[src/source/fw_loader_pkg.sv]
// Shared definitions of the firmware upload receiver
// Widths, protocol characters, NAK codes, CRC constants and controller states

package fw_loader_pkg;

    typedef logic [7:0]  byte_t;
    typedef logic [15:0] word_t;
    typedef logic [18:0] sram_addr_t;
    typedef logic [31:0] size_t;
    typedef logic [31:0] crc_t;
    typedef logic [7:0]  nak_reason_t;

    // Protocol characters
    localparam byte_t char_ready    = 8'h52;
    localparam byte_t char_crc_cmd  = 8'h43;
    localparam byte_t char_nak      = 8'h4E;
    localparam byte_t char_ack_base = 8'h41;
    localparam byte_t ack_letters   = 8'd26;

    // NAK reasons
    localparam nak_reason_t nak_none           = 8'h00;
    localparam nak_reason_t nak_size_too_large = 8'h01;
    localparam nak_reason_t nak_size_zero      = 8'h02;
    localparam nak_reason_t nak_crc_mismatch   = 8'h03;

    // Reflected CRC-32
    localparam crc_t crc_poly = 32'hEDB88320;
    localparam crc_t crc_init = 32'hFFFFFFFF;

    typedef enum logic [3:0] {
        idle, wait_ready, recv_size, check_size,
        recv_data, store_word, recv_crc_cmd, recv_crc,
        verify_crc, send_resp, complete, error
    } ctrl_state_t;

endpackage
[src/source/fw_loader.sv]
// Firmware upload receiver, top level
// Controller, SRAM word writer, CRC-32 unit and response transmitter

`timescale 1ns/100ps

module fw_loader #(
    parameter fw_loader_pkg::size_t max_bytes = 32'h0008_0000,
    parameter int chunk_bytes = 64
) (
    input  logic                       clk,
    input  logic                       resetn,
    input  logic                       start,
    output logic                       busy,
    output logic                       done,
    output logic                       error,
    output fw_loader_pkg::nak_reason_t nak_reason,
    input  fw_loader_pkg::byte_t       buffer_rd_data,
    output logic                       buffer_rd_en,
    input  logic                       buffer_empty,
    output fw_loader_pkg::byte_t       uart_tx_data,
    output logic                       uart_tx_valid,
    input  logic                       uart_tx_ready,
    output logic                       sram_valid,
    output logic                       sram_we,
    input  logic                       sram_ready,
    output fw_loader_pkg::sram_addr_t  sram_addr_16,
    output fw_loader_pkg::word_t       sram_wdata_16,
    output logic                       cpu_reset
);

    logic                 session_start;
    logic                 data_valid;
    logic                 last_byte;
    fw_loader_pkg::byte_t rx_byte;
    logic                 word_done;
    fw_loader_pkg::crc_t  crc_value;
    logic                 resp_ack;
    logic                 resp_nak;
    logic                 resp_busy;

    // ==============================
    // Decode
    // ==============================
    fw_upload_ctrl #(
        .max_bytes   (max_bytes),
        .chunk_bytes (chunk_bytes)
    ) i_fw_upload_ctrl (
        .clk            (clk),
        .resetn         (resetn),
        .start          (start),
        .buffer_rd_data (buffer_rd_data),
        .buffer_empty   (buffer_empty),
        .buffer_rd_en   (buffer_rd_en),
        .busy           (busy),
        .done           (done),
        .error          (error),
        .cpu_reset      (cpu_reset),
        .nak_reason     (nak_reason),
        .session_start  (session_start),
        .data_valid     (data_valid),
        .last_byte      (last_byte),
        .rx_byte        (rx_byte),
        .word_done      (word_done),
        .crc_value      (crc_value),
        .resp_ack       (resp_ack),
        .resp_nak       (resp_nak),
        .resp_busy      (resp_busy)
    );

    // ==============================
    // Execute
    // ==============================
    fw_word_writer i_fw_word_writer (
        .clk           (clk),
        .resetn        (resetn),
        .session_start (session_start),
        .data_valid    (data_valid),
        .last_byte     (last_byte),
        .rx_byte       (rx_byte),
        .sram_ready    (sram_ready),
        .sram_valid    (sram_valid),
        .sram_we       (sram_we),
        .sram_addr_16  (sram_addr_16),
        .sram_wdata_16 (sram_wdata_16),
        .word_done     (word_done)
    );

    fw_crc32 i_fw_crc32 (
        .clk           (clk),
        .resetn        (resetn),
        .session_start (session_start),
        .data_valid    (data_valid),
        .rx_byte       (rx_byte),
        .crc_value     (crc_value)
    );

    // ==============================
    // Result
    // ==============================
    fw_response_tx i_fw_response_tx (
        .clk           (clk),
        .resetn        (resetn),
        .session_start (session_start),
        .resp_ack      (resp_ack),
        .resp_nak      (resp_nak),
        .resp_busy     (resp_busy),
        .uart_tx_data  (uart_tx_data),
        .uart_tx_valid (uart_tx_valid),
        .uart_tx_ready (uart_tx_ready)
    );

endmodule

[src/source/fw_upload_ctrl.sv]
// Upload protocol controller
// Two-phase buffer byte fetch, size and CRC assembly, chunk accounting
// and the session FSM with its status outputs

`timescale 1ns/100ps

module fw_upload_ctrl #(
    parameter fw_loader_pkg::size_t max_bytes = 32'h0008_0000,
    parameter int chunk_bytes = 64
) (
    input  logic                       clk,
    input  logic                       resetn,
    input  logic                       start,
    input  fw_loader_pkg::byte_t       buffer_rd_data,
    input  logic                       buffer_empty,
    output logic                       buffer_rd_en,
    output logic                       busy,
    output logic                       done,
    output logic                       error,
    output logic                       cpu_reset,
    output fw_loader_pkg::nak_reason_t nak_reason,
    output logic                       session_start,
    output logic                       data_valid,
    output logic                       last_byte,
    output fw_loader_pkg::byte_t       rx_byte,
    input  logic                       word_done,
    input  fw_loader_pkg::crc_t        crc_value,
    output logic                       resp_ack,
    output logic                       resp_nak,
    input  logic                       resp_busy
);

    localparam int chunk_w = $clog2(chunk_bytes + 1);

    fw_loader_pkg::ctrl_state_t state;
    fw_loader_pkg::ctrl_state_t next_state;
    fw_loader_pkg::size_t       packet_size;
    fw_loader_pkg::size_t       bytes_received;
    fw_loader_pkg::crc_t        expected_crc;
    logic [chunk_w-1:0]         chunk_count;
    logic [1:0]                 byte_idx;
    logic                       rd_wait;
    logic                       byte_valid;
    logic                       fetch_active;

    // ==============================
    // Buffer byte fetch
    // ==============================
    assign fetch_active = (state == fw_loader_pkg::wait_ready) ||
                          (state == fw_loader_pkg::recv_size) ||
                          (state == fw_loader_pkg::recv_data) ||
                          (state == fw_loader_pkg::recv_crc_cmd) ||
                          (state == fw_loader_pkg::recv_crc);

    // One read in flight at a time, a new one only after its byte is consumed
    always_ff @(posedge clk) begin
        if (!resetn) begin
            buffer_rd_en <= 1'b0;
            rd_wait      <= 1'b0;
            byte_valid   <= 1'b0;
        end else begin
            buffer_rd_en <= fetch_active && !buffer_empty &&
                            !(buffer_rd_en || rd_wait || byte_valid);
            rd_wait      <= buffer_rd_en;
            byte_valid   <= rd_wait;
        end
    end

    always_ff @(posedge clk) begin
        if (rd_wait) begin
            rx_byte <= buffer_rd_data;
        end
    end

    assign data_valid = byte_valid && (state == fw_loader_pkg::recv_data);
    assign last_byte  = (bytes_received == packet_size - 32'd1);

    // ==============================
    // Session FSM
    // ==============================
    always_ff @(posedge clk) begin
        if (!resetn) begin
            state         <= fw_loader_pkg::idle;
            next_state    <= fw_loader_pkg::idle;
            busy          <= 1'b0;
            done          <= 1'b0;
            error         <= 1'b0;
            cpu_reset     <= 1'b1;
            nak_reason    <= fw_loader_pkg::nak_none;
            session_start <= 1'b0;
            resp_ack      <= 1'b0;
            resp_nak      <= 1'b0;
        end else begin
            done          <= 1'b0;
            error         <= 1'b0;
            session_start <= 1'b0;
            resp_ack      <= 1'b0;
            resp_nak      <= 1'b0;

            case (state)
                fw_loader_pkg::idle: begin
                    if (start) begin
                        busy           <= 1'b1;
                        cpu_reset      <= 1'b1;
                        nak_reason     <= fw_loader_pkg::nak_none;
                        session_start  <= 1'b1;
                        bytes_received <= '0;
                        state          <= fw_loader_pkg::wait_ready;
                    end
                end

                fw_loader_pkg::wait_ready: begin
                    if (byte_valid && rx_byte == fw_loader_pkg::char_ready) begin
                        resp_ack   <= 1'b1;
                        byte_idx   <= 2'd0;
                        next_state <= fw_loader_pkg::recv_size;
                        state      <= fw_loader_pkg::send_resp;
                    end
                end

                // Little-endian, first byte ends up in bits 7:0
                fw_loader_pkg::recv_size: begin
                    if (byte_valid) begin
                        packet_size <= {rx_byte, packet_size[31:8]};
                        byte_idx    <= byte_idx + 2'd1;
                        if (byte_idx == 2'd3) begin
                            state <= fw_loader_pkg::check_size;
                        end
                    end
                end

                fw_loader_pkg::check_size: begin
                    if (packet_size == '0) begin
                        resp_nak   <= 1'b1;
                        nak_reason <= fw_loader_pkg::nak_size_zero;
                        next_state <= fw_loader_pkg::error;
                    end else if (packet_size > max_bytes) begin
                        resp_nak   <= 1'b1;
                        nak_reason <= fw_loader_pkg::nak_size_too_large;
                        next_state <= fw_loader_pkg::error;
                    end else begin
                        resp_ack    <= 1'b1;
                        chunk_count <= '0;
                        next_state  <= fw_loader_pkg::recv_data;
                    end
                    state <= fw_loader_pkg::send_resp;
                end

                fw_loader_pkg::recv_data: begin
                    if (byte_valid) begin
                        bytes_received <= bytes_received + 32'd1;
                        chunk_count    <= chunk_count + 1'b1;
                        // Second byte of a word or the final byte starts a write
                        if (bytes_received[0] || last_byte) begin
                            state <= fw_loader_pkg::store_word;
                        end
                    end
                end

                // Fetch stalls here until the SRAM takes the word
                fw_loader_pkg::store_word: begin
                    if (word_done) begin
                        if (bytes_received == packet_size) begin
                            resp_ack   <= 1'b1;
                            next_state <= fw_loader_pkg::recv_crc_cmd;
                            state      <= fw_loader_pkg::send_resp;
                        end else if (chunk_count >= chunk_bytes) begin
                            resp_ack    <= 1'b1;
                            chunk_count <= '0;
                            next_state  <= fw_loader_pkg::recv_data;
                            state       <= fw_loader_pkg::send_resp;
                        end else begin
                            state <= fw_loader_pkg::recv_data;
                        end
                    end
                end

                fw_loader_pkg::recv_crc_cmd: begin
                    if (byte_valid && rx_byte == fw_loader_pkg::char_crc_cmd) begin
                        byte_idx <= 2'd0;
                        state    <= fw_loader_pkg::recv_crc;
                    end
                end

                fw_loader_pkg::recv_crc: begin
                    if (byte_valid) begin
                        expected_crc <= {rx_byte, expected_crc[31:8]};
                        byte_idx     <= byte_idx + 2'd1;
                        if (byte_idx == 2'd3) begin
                            state <= fw_loader_pkg::verify_crc;
                        end
                    end
                end

                fw_loader_pkg::verify_crc: begin
                    if (crc_value == expected_crc) begin
                        resp_ack   <= 1'b1;
                        next_state <= fw_loader_pkg::complete;
                    end else begin
                        resp_nak   <= 1'b1;
                        nak_reason <= fw_loader_pkg::nak_crc_mismatch;
                        next_state <= fw_loader_pkg::error;
                    end
                    state <= fw_loader_pkg::send_resp;
                end

                // resp_busy covers the request cycle as well
                fw_loader_pkg::send_resp: begin
                    if (!resp_busy) begin
                        state <= next_state;
                    end
                end

                fw_loader_pkg::complete: begin
                    done      <= 1'b1;
                    busy      <= 1'b0;
                    cpu_reset <= 1'b0;
                    state     <= fw_loader_pkg::idle;
                end

                fw_loader_pkg::error: begin
                    error     <= 1'b1;
                    busy      <= 1'b0;
                    cpu_reset <= 1'b1;
                    state     <= fw_loader_pkg::idle;
                end

                default: begin
                    state <= fw_loader_pkg::idle;
                end
            endcase
        end
    end

endmodule

[src/source/fw_response_tx.sv]
// Response transmitter
// Rotating ACK letters, NAK character and the UART valid/ready hold

`timescale 1ns/100ps

module fw_response_tx (
    input  logic                 clk,
    input  logic                 resetn,
    input  logic                 session_start,
    input  logic                 resp_ack,
    input  logic                 resp_nak,
    output logic                 resp_busy,
    output fw_loader_pkg::byte_t uart_tx_data,
    output logic                 uart_tx_valid,
    input  logic                 uart_tx_ready
);

    // Offset from 'A', wraps after 'Z'
    fw_loader_pkg::byte_t ack_idx;

    assign resp_busy = resp_ack || resp_nak || uart_tx_valid;

    always_ff @(posedge clk) begin
        if (resp_ack) begin
            uart_tx_data <= fw_loader_pkg::char_ack_base + ack_idx;
        end else if (resp_nak) begin
            uart_tx_data <= fw_loader_pkg::char_nak;
        end
    end

    always_ff @(posedge clk) begin
        if (!resetn) begin
            ack_idx       <= '0;
            uart_tx_valid <= 1'b0;
        end else begin
            if (session_start) begin
                ack_idx <= '0;
            end else if (resp_ack) begin
                ack_idx <= (ack_idx == fw_loader_pkg::ack_letters - 8'd1) ?
                           8'd0 : ack_idx + 8'd1;
            end

            if (resp_ack || resp_nak) begin
                uart_tx_valid <= 1'b1;
            end else if (uart_tx_ready) begin
                uart_tx_valid <= 1'b0;
            end
        end
    end

endmodule

[src/source/fw_word_writer.sv]
// SRAM word writer
// Packs data bytes into 16-bit words and holds each write until accepted

`timescale 1ns/100ps

module fw_word_writer (
    input  logic                      clk,
    input  logic                      resetn,
    input  logic                      session_start,
    input  logic                      data_valid,
    input  logic                      last_byte,
    input  fw_loader_pkg::byte_t      rx_byte,
    input  logic                      sram_ready,
    output logic                      sram_valid,
    output logic                      sram_we,
    output fw_loader_pkg::sram_addr_t sram_addr_16,
    output fw_loader_pkg::word_t      sram_wdata_16,
    output logic                      word_done
);

    fw_loader_pkg::byte_t low_byte;
    logic                 have_low;

    assign word_done = sram_valid && sram_ready;

    // Low byte holding
    always_ff @(posedge clk) begin
        if (data_valid && !have_low) begin
            low_byte <= rx_byte;
        end
    end

    // Odd final byte goes out with a zero high byte
    always_ff @(posedge clk) begin
        if (data_valid && (have_low || last_byte)) begin
            sram_wdata_16 <= have_low ? {rx_byte, low_byte} : {8'h00, rx_byte};
        end
    end

    always_ff @(posedge clk) begin
        if (!resetn) begin
            have_low     <= 1'b0;
            sram_valid   <= 1'b0;
            sram_we      <= 1'b0;
            sram_addr_16 <= '0;
        end else if (session_start) begin
            have_low     <= 1'b0;
            sram_addr_16 <= '0;
        end else begin
            if (data_valid) begin
                if (have_low || last_byte) begin
                    have_low   <= 1'b0;
                    sram_valid <= 1'b1;
                    sram_we    <= 1'b1;
                end else begin
                    have_low <= 1'b1;
                end
            end
            if (word_done) begin
                sram_valid   <= 1'b0;
                sram_we      <= 1'b0;
                sram_addr_16 <= sram_addr_16 + 19'd1;
            end
        end
    end

endmodule

[src/source/fw_crc32.sv]
// Byte-serial reflected CRC-32 over the upload data

`timescale 1ns/100ps

module fw_crc32 (
    input  logic                 clk,
    input  logic                 resetn,
    input  logic                 session_start,
    input  logic                 data_valid,
    input  fw_loader_pkg::byte_t rx_byte,
    output fw_loader_pkg::crc_t  crc_value
);

    fw_loader_pkg::crc_t crc_reg;
    fw_loader_pkg::crc_t crc_next;

    // Eight shift steps, LSB first
    always_comb begin
        crc_next = crc_reg ^ {24'h000000, rx_byte};
        for (int i = 0; i < 8; i++) begin
            if (crc_next[0]) begin
                crc_next = (crc_next >> 1) ^ fw_loader_pkg::crc_poly;
            end else begin
                crc_next = crc_next >> 1;
            end
        end
    end

    always_ff @(posedge clk) begin
        if (!resetn || session_start) begin
            crc_reg <= fw_loader_pkg::crc_init;
        end else if (data_valid) begin
            crc_reg <= crc_next;
        end
    end

    // Final inversion
    assign crc_value = ~crc_reg;

endmodule

[config.mk]
export PLATFORM = sky130hd
export DESIGN_NAME = fw_loader
export DESIGN_NICKNAME = d
export VERILOG_FILES = /design/src/source/fw_loader_pkg.sv /design/src/source/fw_loader.sv /design/src/source/fw_upload_ctrl.sv /design/src/source/fw_response_tx.sv /design/src/source/fw_word_writer.sv /design/src/source/fw_crc32.sv
export SDC_FILE = /design/constraint.sdc
export NUM_CORES = 1
export LEC_CHECK = 0
export ABC_AREA = 1
export ABC_CLOCK_PERIOD_IN_PS = 11600
export BUFFER_PORTS_ARGS = -buffer_cell sky130_fd_sc_hd__buf_2
export CORE_UTILIZATION = 66
export CTS_CLUSTER_SIZE = 10
export DETAILED_ROUTE_END_ITERATION = 8
export GPL_TIMING_DRIVEN = 0
export PLACE_DENSITY = 0.9
export SYNTH_ARGS = -nofsm -noshare
export SYNTH_HDL_FRONTEND = slang
export SYNTH_SLANG_ARGS = --single-unit
[constraint.sdc]
create_clock -name clk -period 11.6 [get_ports clk]
set_input_delay 1.74 -clock clk [delete_from_list [all_inputs] [get_ports clk]]
set_output_delay 1.74 -clock clk [all_outputs]
set_load 0.005 [all_outputs]
==> results.json, run 1 <==
{
  "hpwl_um": 21900,
  "cts_num_sinks": 227,
  "htreeDepth": 1,
  "cp_max_fo": 10,
  "status": "finished clean",
  "synthToLayoutAreaGrowth_pct": 12.1,
  "cp.buffers_inverters": 6,
  "synth_top_cell_area_share_pct": 36.1,
  "crit_type": "input port to flop",
  "numCtsBuffers": 26,
  "stdcell_area_sq_um": 13500,
  "first_pass_iters": 9,
  "cp_top_family": "buffers and inverters",
  "ys_seq_area_share_pct": 49.7,
  "start_util_pct": 67.2,
  "drive_above_1_share_pct": 10.8,
  "yosysTopAreaCell": "edfxtp_1",
  "synthArstFlopShare_pct": 0,
  "row_count": 49,
  "power_density_nw_per_um2": 150,
  "coreArea_sq_um": 18000,
  "wl_per_cell_um": 17.1,
  "drt_iter0_drc": 1083,
  "post_cts_buffers": 0,
  "cts_hold_buffers": 0,
  "worstMarginPinSlew_ns": 1.06,
  "ioPinCount": 73,
  "grt_overflow": 0,
  "placed_area_sq_um": 12800,
  "via_per_inst": 5.79,
  "clockRootBuffer": "clkbuf_16",
  "fin_cells": 1793,
  "finalSetupViolations": 0,
  "path_clk_slew_ns": 0.06,
  "wl_um": 30700,
  "cts_buffer_depth": 3,
  "die_x_um": 137,
  "hold_class": "flop to flop",
  "crit_chain": "clkbuf_1 -> inv_1 -> clkbuf_1 -> nor4_2 -> buf_4 -> buf_4 -> buf_4",
  "syn_inst": 1440,
  "port_buffers": 65,
  "synth_cell_types": 52,
  "nets": 1566,
  "finalCriticalPeriod_ns": 4.02,
  "cts_resized": 0,
  "clkLatencyLatePin_ns": 0.52,
  "worst_slack_ns": 7.58,
  "diodes": 0,
  "fin_crit_sh_pct": 34.7,
  "drtAntennaViolNets": 0,
  "syn_area_per_cell_sq_um": 8.38,
  "hold_viol_final": 0,
  "synth-edff-count": 145,
  "grt_util_all_layers_pct": 33.8,
  "route.detailed.drc": 0,
  "place.gp.congestion": 0.972,
  "dieArea_sq_um": 18800,
  "timing.fmax_mhz": 249,
  "maxCapViolCount": 0,
  "dp_cells": 1745,
  "cts_tree": "built",
  "synth_area_sq_um": 12100,
  "drv_slew": 0,
  "endpoint_kind": "flop",
  "yosysWarnings": 0,
  "grt_pass1_wl_um": 48700,
  "ys_top_cells_by_area": "edfxtp_1 36%, dfxtp_1 14%, nand2_1 9.1%",
  "grt_pass1_vias": 9948,
  "fin_skew_ns": 0.00918,
  "antenna_found_initial": 0,
  "p_leak_nw": 5.35,
  "ir_drop_uv": 131,
  "slowest_stage": "nor4_2",
  "num_vias": 10400,
  "max_stage_delay_ns": 0.97,
  "slew_headroom_pct": 28.6,
  "cp.arrival_ns": 4.25,
  "cp_common_cell": "buf_4",
  "fp.dieH_um": 137,
  "grt_max_degree": 33,
  "start_kind": "input port",
  "dp_slack_ns": 7.19,
  "synth_top_flop_cell": "edfxtp_1",
  "rsz0062_at_grt": "false",
  "ys_seq_elements": 227,
  "required_ns": 11.83,
  "tns_ns": 0
}
-- logic make-up (layout without fill, tap and decap cells) --
family                   Yosys count  in the layout  synth area share (%)
AO/OA/AOI/OAI                    210            210                  9.44
XOR/XNOR                         116            116                  9.07
adder cells (fa/ha/maj)            8              8                 0.830
buffers and inverters            217            336                  7.06
flip-flops                       227            227                  49.7
other                              1              6                0.0311
AND/OR/NAND/NOR                  661            661                  23.9
-- area by class of cell --
| cell class | instances | area [sq um] |
|---|---|---|
| buffer | 33 | 161 |
| clock buffer | 48 | 764 |
| fill | 1202 | 4440 |
| inverter | 184 | 691 |
| multi-input combinational | 1001 | 5250 |
| sequential | 227 | 6000 |
| tap | 229 | 287 |
| timing repair buffer | 71 | 370 |
-- layout by cell type (no fill, tap or decap), drive strengths merged, types with 2 or more instances in the layout --
cell      n
nor4      7
a31oi     4
a21oi    99
nand3b    6
o211ai    9
conb      6
xnor2    45
dfxtp    82
clkbuf   69
nand3    71
o21a      5
edfxtp  145
o21ai    80
nor3b     6
o221ai    2
or2      18
nor3     43
xor2     71
o31ai     2
buf      83
o21bai    2
nor2    195
inv     183
nand4    16
nand2   299
ha        8
-- worst paths after layout --
| check | cells after the start | startpoint | to | slack, ns |
|---|---|---|---|---|
| worst max register to register | 14 | i_fw_upload_ctrl.packet_size[0] | i_fw_word_writer.sram_wdata_16[12] | 8.35 |
| worst min register to register | 0 | i_fw_upload_ctrl.expected_crc[17] | i_fw_upload_ctrl.expected_crc[9] | 0.47 |
| worst max-delay path | 7 | resetn | i_fw_upload_ctrl.expected_crc[19] | 7.58 |
| worst min-delay path | 0 | i_fw_upload_ctrl.expected_crc[17] | i_fw_upload_ctrl.expected_crc[9] | 0.47 |
-- cells in the mapped netlist, types with 6 or more instances --
cell / number
or2_2: 18
a21oi_1: 98
nor2_1: 182
edfxtp_1: 145
ha_1: 8
nand4_1: 16
o21ai_0: 76
clkbuf_1: 21
nand2_2: 7
nor4_1: 7
xor2_1: 69
nand3b_1: 6
nand3_1: 68
dfxtp_1: 82
xnor2_1: 41
inv_1: 180
buf_4: 7
o211ai_1: 9
nor3_1: 42
nand2_1: 291
nor2_2: 9
-- routing by layer --
| layer | routed length, um | GRT usage, % |
|---|---|---|
| met1 | 11400 | 39.6 |
| met2 | 15100 | 57.9 |
| met3 | 2810 | 7.87 |
| met4 | 1390 | 17.1 |
| met5 | 0 | 0 |
-- report_power, final --
part	switching, mW	leakage (nW)	total [mW]	internal, mW
Combinational	0.225	3.02	0.334	0.109
Sequential	0.0417	1.96	0.951	0.909
Clock	0.306	0.364	0.745	0.439
Total	0.572	5.35	2.03	1.46
-- through the flow --
| stage | hold WS (ns) | power [mW] | util (%) |
|---|---|---|---|
| after floorplan | 0.441 | 1.19 | - |
| after global placement | 0.436 | 1.27 | 70.7 |
| after detailed placement | 0.452 | 1.29 | 71.0 |
| after CTS | 0.466 | 2.02 | 75.3 |
| after global routing | 0.485 | 2.10 | 75.3 |
| final | 0.468 | 2.03 | 75.3 |
No activity file was read; power rests on OpenSTA's default activity.
==> inputs of run 2 (changes only) <==
ABC_AREA = 0   (was 1)
ABC_CLOCK_PERIOD_IN_PS = 3700   (was 11600)
CORE_UTILIZATION = 61   (was 66)
PLACE_DENSITY = 0.84   (was 0.9)
clock period = 3.7 ns   (was 11.6 ns; I/O delays follow)
==> run 2 against run 1 <==
Net effect:
- area after synthesis down 5.3%
- worst hold slack lost 0.29 ns
- clock power grew to 3.1 times the previous value
- critical path type is now flop to flop
- critical endpoint is now i_fw_word_writer.sram_wdata_16[6]
- largest power group unchanged
==> results.json, run 2 <==
{
  "power_density_nw_per_um2": 451,
  "dp_cells": 1378,
  "status": "finished clean",
  "grt_pass1_wl_um": 43600,
  "drt_iter0_drc": 913,
  "slew_headroom_pct": 28.9,
  "num_vias": 8600,
  "via_per_inst": 6.02,
  "final_common_cell": "edfxtp_1",
  "required_ns": 3.96,
  "cts_num_sinks": 227,
  "drive_above_1_share_pct": 13.3,
  "coreArea_sq_um": 18100,
  "placed_area_sq_um": 12200,
  "ys_top_cells_by_area": "edfxtp_1 38%, dfxtp_1 14%, xnor2_1 9.8%",
  "start_util_pct": 63.0,
  "crit_type": "flop to flop",
  "grt_pass1_vias": 8424,
  "clockRootBuffer": "clkbuf_16",
  "syn_inst": 1071,
  "clkLatencyLatePin_ns": 0.55,
  "syn_area_per_cell_sq_um": 10.7,
  "grt_overflow": 0,
  "grt_util_all_layers_pct": 28.1,
  "route.detailed.drc": 0,
  "htreeDepth": 1,
  "cp.arrival_ns": 3.89,
  "wl_per_cell_um": 18.8,
  "yosysTopAreaCell": "edfxtp_1",
  "worstMarginPinSlew_ns": 1.06,
  "reg2reg_depth": 9,
  "row_count": 49,
  "synth_top_flop_cell": "edfxtp_1",
  "ir_drop_uv": 367,
  "hold_class": "input port to flop",
  "cts_hold_buffers": 0,
  "ys_seq_elements": 227,
  "reg2reg_to": "i_fw_word_writer.sram_wdata_16[6]",
  "synth_top_cell_area_share_pct": 38.1,
  "cts_tree": "built",
  "crit_chain": "or4_4 -> nand4b_4 -> nor3_4 -> mux2_2 -> a2111oi_2 -> nand4_1 -> o31a_1 -> nor2_4 -> buf_12",
  "power_mw": 5.86,
  "place.gp.congestion": 0.972,
  "fin_crit_sh_pct": 98.3,
  "grt_max_degree": 20,
  "timing.fmax_mhz": 275,
  "regToRegSetupSlack_ns": 0.06,
  "synthToLayoutAreaGrowth_pct": 13.9,
  "die_x_um": 139,
  "maxCapViolCount": 0,
  "hpwl_um": 19100,
  "diodes": 0,
  "antenna_found_initial": 0,
  "yosysMostFrequentCell": "edfxtp_1",
  "finalSetupViolations": 0,
  "drv_slew": 0,
  "yosysWarnings": 0,
  "endpoint": "i_fw_word_writer.sram_wdata_16[6]",
  "path_clk_slew_ns": 0.06,
  "endpoint_kind": "flop",
  "cts_buffer_depth": 3,
  "synth-edff-count": 145,
  "numCtsBuffers": 26,
  "wl_um": 26900,
  "p_leak_nw": 4.65,
  "fp.dieH_um": 139,
  "tns_ns": 0,
  "port_buffers": 66,
  "finalCriticalPeriod_ns": 3.64,
  "dieArea_sq_um": 19300,
  "synthArstFlopShare_pct": 0,
  "cp_max_fo": 16,
  "cp-startpoint": "i_fw_upload_ctrl.packet_size[3]",
  "stdcell_area_sq_um": 13000,
  "r2r-start": "i_fw_upload_ctrl.packet_size[3]",
  "hold_viol_final": 0,
  "first_pass_iters": 6,
  "start_kind": "flop",
  "max_stage_delay_ns": 0.59,
  "ioPinCount": 73,
  "fin_skew_ns": 0.0384,
  "final_cell_mix": "145 x edfxtp_1, 128 x xnor2_1, 111 x nor2_1",
  "nets": 1204,
  "synth_area_sq_um": 11400,
  "drtAntennaViolNets": 0,
  "fin_cells": 1429,
  "ys_seq_area_share_pct": 52.5,
  "whs_ns": 0.180,
  "slowest_stage": "or4_4",
  "synth_common_cells": "145 x edfxtp_1, 128 x xnor2_1, 112 x nor2_1",
  "synth_cell_types": 78
}
run 2: cell count changes after synthesis, moves of 15 or more:
cell,before,now
nor2_1,182,112
o211ai_1,9,35
xnor2_1,41,128
or2_2,18,2
inv_1,180,22
o21ai_0,76,31
nor3_1,42,27
and2_1,0,17
nand3_1,68,35
nand2_1,291,92
a21oi_1,98,37
run 2: layout make-up:
| type | instances | area, sq um |
|---|---|---|
| Sequential cell | 227 | 6000 |
| Multi-Input combinational cell | 777 | 5160 |
| Fill cell | 1278 | 5140 |
| Clock buffer | 45 | 732 |
| Timing Repair Buffer | 78 | 464 |
| Tap cell | 229 | 287 |
| Buffer | 49 | 259 |
| Inverter | 23 | 86.3 |
| Clock inverter | 1 | 30.0 |
run 2: power breakdown:
group	switching, mW	leakage [nW]	total [mW]	internal, mW
clock	0.986	0.360	2.32	1.34
sequential	0.0938	2.00	2.87	2.77
combinational	0.425	2.29	0.674	0.249
total	1.51	4.65	5.86	4.36
run 2: critical path: cells and delay by family, from the launching register on:
family / cells / cell delay, ns
AO/OA/AOI/OAI: 2 / 0.75
flip-flops: 1 / 0.50
buffers and inverters: 1 / 0.16
multiplexers: 1 / 0.38
AND/OR/NAND/NOR: 5 / 1.55
run 2: layer usage:
| metal | track usage, % | wire (um) | share of wire (%) | up-vias |
|---|---|---|---|---|
| li1 | - | - | - | 4038 |
| met1 | 37.2 | 11200 | 42 | 4149 |
| met2 | 48.1 | 13200 | 49 | 339 |
| met3 | 3.63 | 1730 | 6.4 | 74 |
| met4 | 9.42 | 755 | 2.8 | 0 |
| met5 | 0 | 0 | 0 | - |
run 2: how the worst min path moves through the flow:
stage	startpoint	depth (start not counted)	slack [ns]	end
2_1_floorplan	i_fw_upload_ctrl.packet_size[16]	0	0.42	i_fw_upload_ctrl.packet_size[8]
3_3_place_gp	i_fw_upload_ctrl.packet_size[16]	0	0.43	i_fw_upload_ctrl.packet_size[8]
3_5_place_dp	i_fw_upload_ctrl.packet_size[16]	0	0.44	i_fw_upload_ctrl.packet_size[8]
4_1_cts	buffer_rd_data[1]	1	0.17	i_fw_upload_ctrl.rx_byte[1]
5_1_grt	buffer_rd_data[1]	1	0.16	i_fw_upload_ctrl.rx_byte[1]
6_report	buffer_rd_data[1]	1	0.18	i_fw_upload_ctrl.rx_byte[1]
run 2: stage by stage:
step	util (%)	setup WS, ns
after floorplan	-	0.204
after global placement	66.5	-0.697
after detailed placement	67.1	-0.419
after CTS	71.5	0.0595
after global routing	71.7	-0.0103
final	71.7	0.0637
run 2: cell families after synthesis:
kind of cell	synth area share, %
AO/OA/AOI/OAI	8.39
buffers and inverters	3.02
adder cells (fa/ha/maj)	0.876
XOR/XNOR	15.5
AND/OR/NAND/NOR	18.2
multiplexers	1.52
other	0.0328
flip-flops	52.5
run 2: repair_timing:
action,CTS,global route
buffers inserted,2,3
setup endpoints to repair,16,17
resized for setup,1,2
pin swaps,3,2
==> inputs of run 3 (changes only) <==
RECOVER_POWER = 25   (was not set)
==> run 3 against run 2 <==
Net effect:
- final cell count stayed put
- flip-flop and latch count stayed put
- non-clock buffer count stayed put
- critical path depth stayed put
- worst hold slack worse by 0.0057 ns
- global-route usage stayed put
- core utilization is 0.055 points lower
- cell area hardly changed
- total power hardly changed
- first-iteration DRC count is 2.5% lower
- clock skew is 0.0010 ns higher
- via count hardly changed
- critical endpoint unchanged
- largest cell class unchanged
==> results.json, run 3 (same netlist as run 2, synthesis figures left out) <==
{
  "status": "finished clean",
  "start_util_pct": 63.0,
  "reg2reg_depth": 9,
  "port_buffers": 66,
  "cp_num_cells": 9,
  "drt_iter0_drc": 890,
  "timing.fmax_mhz": 275,
  "numCtsBuffers": 26,
  "dieArea_sq_um": 19300,
  "crit_type": "flop to flop",
  "synthToLayoutAreaGrowth_pct": 13.8,
  "dp_slack_ns": -0.419,
  "drive_above_1_share_pct": 13.1,
  "required_ns": 3.96,
  "start_kind": "flop",
  "first_pass_iters": 5,
  "antenna_found_initial": 0,
  "final_common_cell": "edfxtp_1",
  "num_vias": 8592,
  "route.detailed.drc": 0,
  "hpwl_um": 19100,
  "grt_pass1_vias": 8424,
  "postLayoutCoreUtil_pct": 71.6,
  "row_count": 49,
  "drtAntennaViolNets": 0,
  "cp.buffers_inverters": 1,
  "power_density_nw_per_um2": 451,
  "cp_max_fo": 16,
  "endpoint_kind": "flop",
  "coreArea_sq_um": 18100,
  "ir_drop_uv": 366,
  "fin_skew_ns": 0.0394,
  "worstMarginPinSlew_ns": 1.04,
  "final_cell_mix": "145 x edfxtp_1, 128 x xnor2_1, 111 x nor2_1",
  "wl_per_cell_um": 18.8,
  "cp_top_family": "simple AND/OR/NAND/NOR gates",
  "hold_viol_final": 0,
  "max_stage_delay_ns": 0.59,
  "fp.dieH_um": 139,
  "die_x_um": 139,
  "cts_tree": "built",
  "clockRootBuffer": "clkbuf_16",
  "htreeDepth": 1,
  "ioPinCount": 73,
  "finalSetupViolations": 0,
  "cts_num_sinks": 227,
  "place.gp.congestion": 0.972,
  "hold_class": "input port to flop",
  "via_per_inst": 6.01,
  "slew_headroom_pct": 29.9,
  "wl_um": 26900,
  "path_clk_slew_ns": 0.06,
  "p_leak_nw": 4.64,
  "worst_slack_ns": 0.0610,
  "fillerInstances": 1279,
  "nets": 1204,
  "grt_util_all_layers_pct": 28.1,
  "maxCapViolCount": 0,
  "cts_buffer_depth": 3,
  "grt_pass1_wl_um": 43600,
  "clkLatencyLatePin_ns": 0.56,
  "grt_max_degree": 20,
  "finalCriticalPeriod_ns": 3.64,
  "tns_ns": 0,
  "cts_hold_buffers": 0,
  "whs_ns": 0.174,
  "ff_latch_area_sq_um": 6000,
  "power_mw": 5.87,
  "holdPathStages": 1,
  "crit_chain": "or4_4 -> nand4b_4 -> nor3_4 -> mux2_2 -> a2111oi_2 -> nand4_1 -> o31a_1 -> nor2_4 -> buf_12",
  "cp.arrival_ns": 3.90,
  "diodes": 0,
  "slowest_stage": "or4_4",
  "drv_slew": 0,
  "fin_crit_sh_pct": 98.4,
  "grt_overflow": 0,
  "multi_input_area_sq_um": 5160
}
-- run 3: final cells by class --
type | instances | area share [%]
clock inverter | 1 | 0.231
tap | 229 | 2.20
inverter | 23 | 0.664
multi-input combinational | 777 | 39.7
clock buffer | 45 | 5.63
sequential | 227 | 46.1
buffer | 49 | 1.92
timing repair buffer | 78 | 3.57
-- run 3: worst paths after layout --
| path | start | end | slack [ns] |
|---|---|---|---|
| setup / recovery | i_fw_upload_ctrl.packet_size[3] | i_fw_word_writer.sram_wdata_16[6] | 0.06 |
| hold / removal | buffer_rd_data[1] | i_fw_upload_ctrl.rx_byte[1] | 0.17 |
| setup reg to reg | i_fw_upload_ctrl.packet_size[3] | i_fw_word_writer.sram_wdata_16[6] | 0.06 |
| hold reg to reg | i_fw_upload_ctrl.packet_size[16] | i_fw_upload_ctrl.packet_size[8] | 0.45 |
-- run 3: repair_timing --
action / 4_1_cts / 5_1_grt
pin swaps: 3 / 2
buffers inserted: 2 / 3
setup endpoints to repair: 16 / 17
resized for setup: 1 / 2
-- run 3: metal layers --
layer	GRT usage (%)	wire, um	vias up
met5	0	0	-
met4	9.42	712	0
met3	3.63	1870	67
met2	48.1	13200	364
met1	37.2	11100	4130
li1	-	-	4031
-- run 3: power by group --
| part | switching, mW | internal (mW) | leakage (nW) | total, mW |
|---|---|---|---|---|
| Clock | 0.993 | 1.34 | 0.360 | 2.33 |
| Combinational | 0.422 | 0.248 | 2.28 | 0.670 |
| Sequential | 0.0944 | 2.77 | 2.00 | 2.87 |
-- run 3: metrics by stage --
stage	std cells	area (sq um)
final	1429	13000
after global routing	1429	13000
after CTS	1426	13000
after detailed placement	1378	12200
after global placement	1371	12100
after floorplan	1076	11500
